==> config.mk <==
export PLATFORM = sky130hd
export DESIGN_NAME = rename_top
export DESIGN_NICKNAME = d
export VERILOG_FILES = /design/src/rv_isa_pkg.sv /design/src/ooo_pkg.sv /design/src/rename_top.sv /design/src/dispatch_stage.sv /design/src/rob_tag_alloc.sv /design/src/rename_regfile.sv /design/src/instr_buffer.sv
export SDC_FILE = /design/constraint.sdc
export NUM_CORES = 2
export LEC_CHECK = 0
export BUFFER_PORTS_ARGS = -buffer_cell sky130_fd_sc_hd__buf_2
export CAP_MARGIN = 20
export CORE_UTILIZATION = 25
export DETAILED_ROUTE_END_ITERATION = 10
export MAX_ROUTING_LAYER = met4
export SYNTH_ARGS = -nofsm -noshare
export SYNTH_HDL_FRONTEND = slang
export SYNTH_SLANG_ARGS = --single-unit
==> constraint.sdc <==
create_clock -name clk -period 25.7 [get_ports clk]
set_input_delay 5.14 -clock clk [delete_from_list [all_inputs] [get_ports clk]]
set_output_delay 5.14 -clock clk [all_outputs]
set_load 0.01 [all_outputs]
==> src/rv_isa_pkg.sv <==
package rv_isa_pkg;

    localparam int XLEN = 32;

    typedef logic [XLEN-1:0] xlen_t;
    typedef logic [4:0]      reg_idx_t;  // x0 is hardwired to zero.

    // grouped so that the ops without a destination sit together.
    typedef enum logic [5:0] {
        op_nop,
        op_beq, op_bne, op_blt, op_bge, op_bltu, op_bgeu,
        op_sb, op_sh, op_sw,
        op_lui, op_auipc, op_jal, op_jalr,
        op_lb, op_lh, op_lw, op_lbu, op_lhu,
        op_addi, op_slti, op_sltiu, op_xori, op_ori, op_andi,
        op_slli, op_srli, op_srai,
        op_add, op_sub, op_sll, op_slt, op_sltu,
        op_xor, op_srl, op_sra, op_or, op_and
    } op_t;

    function automatic logic writes_rd(input op_t op);
        logic wr;
        case (op)
            op_nop,
            op_beq, op_bne, op_blt, op_bge, op_bltu, op_bgeu,
            op_sb, op_sh, op_sw: begin
                wr = 1'b0;  // stores and branches leave rd alone.
            end
            default: begin
                wr = 1'b1;
            end
        endcase
        return wr;
    endfunction

endpackage
==> src/ooo_pkg.sv <==
package ooo_pkg;

    localparam int TAG_W = 4;

    // tag zero means the register has no pending writer.
    typedef logic [TAG_W-1:0] rob_tag_t;

    typedef struct packed {
        rv_isa_pkg::op_t      op;
        rv_isa_pkg::reg_idx_t rd;
        rv_isa_pkg::reg_idx_t rs1;
        rv_isa_pkg::reg_idx_t rs2;
        rv_isa_pkg::xlen_t    imm;
        rv_isa_pkg::xlen_t    pc;
    } dec_instr_t;

    typedef struct packed {
        rv_isa_pkg::xlen_t value;  // only final when tag is zero.
        rob_tag_t          tag;
    } operand_t;

    typedef struct packed {
        rv_isa_pkg::op_t      op;
        rv_isa_pkg::reg_idx_t rd;
        rob_tag_t             dest_tag;
        operand_t             src1;
        operand_t             src2;
        rv_isa_pkg::xlen_t    imm;
        rv_isa_pkg::xlen_t    pc;
    } disp_pkt_t;

    typedef struct packed {
        logic                 valid;
        rv_isa_pkg::reg_idx_t rd;
        rob_tag_t             tag;
        rv_isa_pkg::xlen_t    data;
    } commit_t;

endpackage

==> src/rename_top.sv <==
`timescale 1ns/10ps

module rename_top #(
    parameter int IBUF_DEPTH = 4,
    parameter int ROB_DEPTH  = 8,
    parameter int RS_CREDITS = 2
) (
    input  logic                clk,
    input  logic                rst,
    input  logic                flush,
    input  logic                in_valid,
    input  ooo_pkg::dec_instr_t in_instr,
    output logic                in_credit,
    output logic                out_valid,
    output ooo_pkg::disp_pkt_t  out_pkt,
    input  logic                out_credit,
    input  ooo_pkg::commit_t    commit
);
    import ooo_pkg::*;

    logic       head_valid;
    dec_instr_t head_instr;
    logic       advance;
    logic       rob_full;
    rob_tag_t   alloc_tag;
    operand_t   src1;
    operand_t   src2;

    instr_buffer #(
        .IBUF_DEPTH(IBUF_DEPTH)
    ) ibuf_inst (
        .clk        (clk),
        .rst        (rst),
        .flush      (flush),
        .in_valid   (in_valid),
        .in_instr   (in_instr),
        .in_credit  (in_credit),
        .head_valid (head_valid),
        .head_instr (head_instr),
        .advance    (advance)
    );

    // the head is renamed in the same cycle that it is dispatched.
    rename_regfile rf_inst (
        .clk        (clk),
        .rst        (rst),
        .flush      (flush),
        .rd_instr   (head_instr),
        .rename_en  (advance),
        .rename_tag (alloc_tag),
        .src1       (src1),
        .src2       (src2),
        .commit     (commit)
    );

    rob_tag_alloc #(
        .ROB_DEPTH(ROB_DEPTH)
    ) alloc_inst (
        .clk       (clk),
        .rst       (rst),
        .flush     (flush),
        .alloc     (advance),
        .alloc_tag (alloc_tag),
        .full      (rob_full),
        .commit    (commit)
    );

    dispatch_stage #(
        .RS_CREDITS(RS_CREDITS)
    ) disp_inst (
        .clk        (clk),
        .rst        (rst),
        .flush      (flush),
        .head_valid (head_valid),
        .head_instr (head_instr),
        .rob_full   (rob_full),
        .dest_tag   (alloc_tag),
        .src1       (src1),
        .src2       (src2),
        .advance    (advance),
        .out_valid  (out_valid),
        .out_pkt    (out_pkt),
        .out_credit (out_credit)
    );

endmodule

==> src/dispatch_stage.sv <==
`timescale 1ns/10ps

module dispatch_stage #(
    parameter int RS_CREDITS = 2
) (
    input  logic                clk,
    input  logic                rst,
    input  logic                flush,
    input  logic                head_valid,
    input  ooo_pkg::dec_instr_t head_instr,
    input  logic                rob_full,
    input  ooo_pkg::rob_tag_t   dest_tag,
    input  ooo_pkg::operand_t   src1,
    input  ooo_pkg::operand_t   src2,
    output logic                advance,
    output logic                out_valid,
    output ooo_pkg::disp_pkt_t  out_pkt,
    input  logic                out_credit
);
    import ooo_pkg::*;

    localparam int CRD_W = $clog2(RS_CREDITS + 1);

    logic [CRD_W-1:0] credits;
    logic             credit_ok;
    disp_pkt_t        pkt_next;

    // a credit coming back this cycle can be spent right away.
    assign credit_ok = (credits != '0) || out_credit;
    assign advance   = head_valid && !rob_full && credit_ok;

    always_comb begin
        pkt_next.op       = head_instr.op;
        pkt_next.rd       = head_instr.rd;
        pkt_next.dest_tag = dest_tag;
        pkt_next.src1     = src1;
        pkt_next.src2     = src2;
        pkt_next.imm      = head_instr.imm;
        pkt_next.pc       = head_instr.pc;
    end

    always_ff @(posedge clk) begin
        if (rst || flush) begin
            credits   <= CRD_W'(RS_CREDITS);
            out_valid <= 1'b0;  // a packet formed in the flush cycle is dropped.
        end else begin
            credits   <= credits - CRD_W'(advance) + CRD_W'(out_credit);
            out_valid <= advance;
        end
    end

    always_ff @(posedge clk) begin
        if (advance) begin
            out_pkt <= pkt_next;
        end
    end

endmodule

==> src/rob_tag_alloc.sv <==
`timescale 1ns/10ps

module rob_tag_alloc #(
    parameter int ROB_DEPTH = 8
) (
    input  logic              clk,
    input  logic              rst,
    input  logic              flush,
    input  logic              alloc,
    output ooo_pkg::rob_tag_t alloc_tag,
    output logic              full,
    input  ooo_pkg::commit_t  commit
);
    import ooo_pkg::*;

    localparam int CNT_W = $clog2(ROB_DEPTH + 1);

    rob_tag_t         next_tag;
    rob_tag_t         oldest_tag;  // tag the next commit is expected to carry.
    logic [CNT_W-1:0] in_flight;
    logic             retire;

    function automatic rob_tag_t tag_inc(input rob_tag_t tag);
        if (tag == rob_tag_t'(ROB_DEPTH)) begin
            return rob_tag_t'(1);  // tag zero is never handed out.
        end
        return tag + rob_tag_t'(1);
    endfunction

    assign alloc_tag = next_tag;
    assign full      = (in_flight == CNT_W'(ROB_DEPTH));
    assign retire    = commit.valid && (commit.tag == oldest_tag) && (in_flight != '0);

    always_ff @(posedge clk) begin
        if (rst || flush) begin
            next_tag   <= rob_tag_t'(1);
            oldest_tag <= rob_tag_t'(1);
            in_flight  <= '0;
        end else begin
            if (alloc) begin
                next_tag <= tag_inc(next_tag);
            end
            if (retire) begin
                oldest_tag <= tag_inc(oldest_tag);
            end
            in_flight <= in_flight + CNT_W'(alloc) - CNT_W'(retire);
        end
    end

endmodule

==> src/rename_regfile.sv <==
`timescale 1ns/10ps

module rename_regfile (
    input  logic                clk,
    input  logic                rst,
    input  logic                flush,
    input  ooo_pkg::dec_instr_t rd_instr,
    input  logic                rename_en,
    input  ooo_pkg::rob_tag_t   rename_tag,
    output ooo_pkg::operand_t   src1,
    output ooo_pkg::operand_t   src2,
    input  ooo_pkg::commit_t    commit
);
    import rv_isa_pkg::*;
    import ooo_pkg::*;

    localparam int NUM_REGS = 32;

    xlen_t    regs [NUM_REGS];
    rob_tag_t tags [NUM_REGS];
    logic     do_rename;

    // a commit landing in this cycle is forwarded so the operand is already final.
    function automatic operand_t read_src(input reg_idx_t idx);
        operand_t opnd;
        opnd.value = regs[idx];
        opnd.tag   = tags[idx];
        if (idx == '0) begin
            opnd = '0;
        end else if (commit.valid && (opnd.tag != '0) && (commit.tag == opnd.tag)) begin
            opnd.value = commit.data;
            opnd.tag   = '0;
        end
        return opnd;
    endfunction

    // operands see the tag from before this instruction's own rename.
    always_comb begin
        src1 = read_src(rd_instr.rs1);
        src2 = read_src(rd_instr.rs2);
    end

    assign do_rename = rename_en && writes_rd(rd_instr.op) && (rd_instr.rd != '0);

    always_ff @(posedge clk) begin
        if (rst) begin
            for (int i = 0; i < NUM_REGS; i++) begin
                regs[i] <= '0;
                tags[i] <= '0;
            end
        end else begin
            if (commit.valid && (commit.rd != '0)) begin
                regs[commit.rd] <= commit.data;  // data is written even during a flush.
                if (tags[commit.rd] == commit.tag) begin
                    tags[commit.rd] <= '0;
                end
            end

            // a new rename of the same rd overrides the tag clear above.
            if (flush) begin
                for (int i = 0; i < NUM_REGS; i++) begin
                    tags[i] <= '0;
                end
            end else if (do_rename) begin
                tags[rd_instr.rd] <= rename_tag;
            end
        end
    end

endmodule

==> src/instr_buffer.sv <==
`timescale 1ns/10ps

module instr_buffer #(
    parameter int IBUF_DEPTH = 4
) (
    input  logic                clk,
    input  logic                rst,
    input  logic                flush,
    input  logic                in_valid,
    input  ooo_pkg::dec_instr_t in_instr,
    output logic                in_credit,
    output logic                head_valid,
    output ooo_pkg::dec_instr_t head_instr,
    input  logic                advance
);
    import ooo_pkg::*;

    localparam int PTR_W = (IBUF_DEPTH > 1) ? $clog2(IBUF_DEPTH) : 1;
    localparam int CNT_W = $clog2(IBUF_DEPTH + 1);

    dec_instr_t       mem [IBUF_DEPTH];
    logic [PTR_W-1:0] wr_ptr;
    logic [PTR_W-1:0] rd_ptr;
    logic [CNT_W-1:0] count;
    logic             full;
    logic             push;
    logic             pop;
    logic             ovf_err;  // sticky, set when the sender pushes into a full buffer.

    function automatic logic [PTR_W-1:0] ptr_inc(input logic [PTR_W-1:0] ptr);
        if (ptr == PTR_W'(IBUF_DEPTH - 1)) begin
            return '0;
        end
        return ptr + PTR_W'(1);
    endfunction

    assign full       = (count == CNT_W'(IBUF_DEPTH));
    assign head_valid = (count != '0);
    assign head_instr = mem[rd_ptr];
    assign push       = in_valid && !full;
    assign pop        = advance && head_valid;

    always_ff @(posedge clk) begin
        if (rst) begin
            wr_ptr    <= '0;
            rd_ptr    <= '0;
            count     <= '0;
            in_credit <= 1'b0;
            ovf_err   <= 1'b0;
        end else if (flush) begin
            wr_ptr    <= '0;
            rd_ptr    <= '0;
            count     <= '0;
            in_credit <= 1'b0;  // the sender refills its own credits on flush.
        end else begin
            if (push) begin
                wr_ptr <= ptr_inc(wr_ptr);
            end
            if (pop) begin
                rd_ptr <= ptr_inc(rd_ptr);
            end
            count     <= count + CNT_W'(push) - CNT_W'(pop);
            in_credit <= pop;  // one credit back per released entry.
            if (in_valid && full) begin
                ovf_err <= 1'b1;
            end
        end
    end

    always_ff @(posedge clk) begin
        if (push) begin
            mem[wr_ptr] <= in_instr;
        end
    end

endmodule

==> results by group <==
Final layout
  – Post-Layout Cell Count: 9752
  – Multi-input gate area in the final layout: 30400 um2
  – Filler Cell Count: 32.3k
  – Final Util: 0.287
  – Fraction of layout cells with a size suffix above 1: 0.257
  – Register area: 49800 um2
  – Most frequent cells in the layout: 1643 x edfxtp_1, 998 x and2_1, 631 x mux4_2
  – Nets: 5409
  – Most common cell after layout, fill and taps aside: edfxtp_1
  – Synthesis-to-finish area growth: 14.1%

STA
  – Max Slew Vio Count: 0
  – Unrepaired setup endpoints after global routing: false
  – Min Clock Period, post-route: 9.13 ns
  – Least-Margin Pin Slew: 1.13 ns
  – Final setup fails: 0
  – Crit share post-route: 0.355
  – Final TNS setup: 0 ns
  – Slew HR: 0.249
  – Final worst slack: 16.57 ns
  – Max Clock Freq: 0.109 GHz
  – WHS: 0.521 ns
  – Clk_skew: 0.0883 ns
  – Hold Vio Cnt, Final: 0

Die
  – Initial Util: 0.252
  – Cell row count: 209
  – Placeable Area: 325000 um2
  – I/O pin total: 285
  – Chip Width: 575 um
  – Die ar.: 330000 um2
  – Die height: 575 um

Route
  – WL/cell: 26.7 um
  – Residual DRC: 0
  – DRT iter0 DRCs: 6293
  – Vias: 48.8k
  – First-pass DRT Iterations: 6
  – Total wire length: 260000 um
  – Via/cell ratio: 5.00
  – Routed Antenna Nets: 0

Power
  – P_leak: 31.3 nW
  – Maximum vdd ir drop: 0.000198 V
  – Combinational power share: 0.293
  – Cell area power density: 90.6 nW/um2
  – Sequential share of power: 0.410
  – Sw Ratio: 0.328
  – Clk pwr share: 0.297
  – Psw: 2.78 mW
  – Internal power: 5.70 mW

Outcome
  – Status: completed

Clocking
  – CTS tree: yes
  – Clk buf depth: 4
  – Post-CTS Hold Buffers: 0
  – Cts bufs inserted: 182
  – CTS resizes: 0
  – Clock Latency Late Sink: 0.87 ns
  – Post-CTS Setup Inserts: 0
  – Root buf cell: clkbuf_16
  – Clock Pin Slew Worst Setup and Hold Paths: 0.06 ns
  – Clock Sinks: 1668
  – H-tree levels: 4

Critical path
  – WS Path Type: input pin to flop
  – CP Launch Type: input pin
  – Worst Setup End Kind: flop
  – Max FO, Critical Path: 45
  – Worst EP arrival: 9.56 ns
  – CP required: 26.13 ns

Global routing
  – Largest net degree at the start of global routing: 161
  – Gr usage total: 0.157
  – Gr ovfl total: 0
  – Number of global-route vias before repair: 48.4k
  – First-pass GRT wire length: 364000 um
  – Initial antenna violation count: 45

Worst hold path
  – HP Class: flop to flop

Placement
  – GPL Wtd Cong: 0.900
  – Pre-CTS setup slack: 15.79 ns
  – PortBufs: 284
  – Placed cells: 9397
  – DP HPWL: 164000 um

Run
  – Max cap viols: 0

Synthesis
  – #FFs+latches synth: 1668
  – Cell variety after synth: 57
  – Avg Cell Area, Syn: 16.0 um2
  – Post-synthesis cell count: 5137
  – Synth warn: 0
  – Seq/Total Area, Yosys: 0.608
  – Primary FF master, synth: edfxtp_1
  – Post-synth EDFFs: 1643
  – Synth async-reset ratio: 0
  – Mapped cell area: 82000 um2
worst paths after layout:
kind,start,end,slack [ns],depth (start not counted)
max reg2reg,flop,disp_inst.out_pkt[105]$_SDFFCE_PP0P_,18.64,13
max,commit[36],rf_inst.tags[12][0]$_SDFFCE_PN0P_,16.57,11
min,disp_inst.credits[1]$_SDFF_PP1_,disp_inst.credits[1]$_SDFF_PP1_,0.52,2
min reg2reg,disp_inst.credits[1]$_SDFF_PP1_,disp_inst.credits[1]$_SDFF_PP1_,0.52,2
synthesized netlist by cell type (31+ instances only):
library cell	n	area, um2
mux4_2	638	14400
a21oi_1	56	280
mux2_2	42	473
buf_2	75	375
edfxtp_1	1643	49300
and3_1	31	194
clkbuf_1	331	1240
nand3_1	39	195
o22ai_1	45	282
mux2i_1	356	3560
buf_1	31	116
nand2_1	173	649
and2_1	1002	6270
or2_2	35	219
nor2_1	184	691
o221ai_1	70	613
o21ai_0	85	425
power by group through the flow:
stage	clock, mW	sequential (mW)	combinational, mW
3_5_place_dp	0	3.53	2.47
4_1_cts	2.56	3.47	2.47
3_3_place_gp	0	3.51	2.45
5_1_grt	2.66	3.50	2.57
6_report	2.52	3.47	2.48
2_1_floorplan	0	3.63	1.43
final cells by class:
cell class	instances	area share
flip-flops and latches	1668	0.533
multi-input cells	3003	0.325
well taps	4325	0.0579
clock buffers	217	0.0505
repair buffers	380	0.0232
clock inverters	97	0.00848
diodes	41	0.00110
inverters	21	0.000843
worst max-delay path, stage by stage:
cell and delay, ns:
buf_2 0.10, buf_4 0.64, mux4_2 0.63, mux4_2 0.49
mux2i_1 0.20, xnor2_1 0.09, or3_1 0.33, nor4_2 0.41
nand2b_1 0.47, or2_1 0.44, o311ai_1 0.57
through the flow:
stage | power, mW | cell area, um2
floorplan | 5.06 | 82100
global placement | 5.96 | 87900
finish | 8.48 | 93500
detailed placement | 6.00 | 87900
global route | 8.73 | 93500
CTS | 8.51 | 93400
sequential cells by signal (all words and copies together) (netlist names), named ones only:
signal	flops
rf_inst.regs	1024
ibuf_inst.mem	340
disp_inst.out_pkt	151
rf_inst.tags	128
alloc_inst.alloc_tag	4
alloc_inst.in_flight	4
alloc_inst.oldest_tag	4
ibuf_inst.count	3
disp_inst.credits	2
ibuf_inst.rd_ptr	2
ibuf_inst.wr_ptr	2
disp_inst.out_valid	1
ibuf_inst.in_credit	1
cells by family (layout without fill, tap and decap cells):
kind of cell,after synthesis,count (layout),share of synthesized area
adder cells (fa/ha/maj),21,21,0.00339
AO/OA/AOI/OAI,343,343,0.0276
AND/OR/NAND/NOR,1537,1537,0.106
other,1,77,0.0000457
multiplexers,1049,1049,0.226
XOR/XNOR,17,17,0.00182
flip-flops,1668,1668,0.608
buffers and inverters,501,715,0.0269
routing by layer:
| metal | part of all wire | wire length (um) | vias to the layer above | global-route usage |
|---|---|---|---|---|
| met4 | 0.048 | 12400 | 0 | 0.0623 |
| met2 | 0.45 | 118000 | 2657 | 0.238 |
| met1 | 0.39 | 102000 | 25400 | 0.197 |
| li1 | - | - | 20200 | - |
| met5 | 0 | 0 | - | - |
| met3 | 0.11 | 28000 | 517 | 0.0435 |
(Power assumes the default switching activity.)
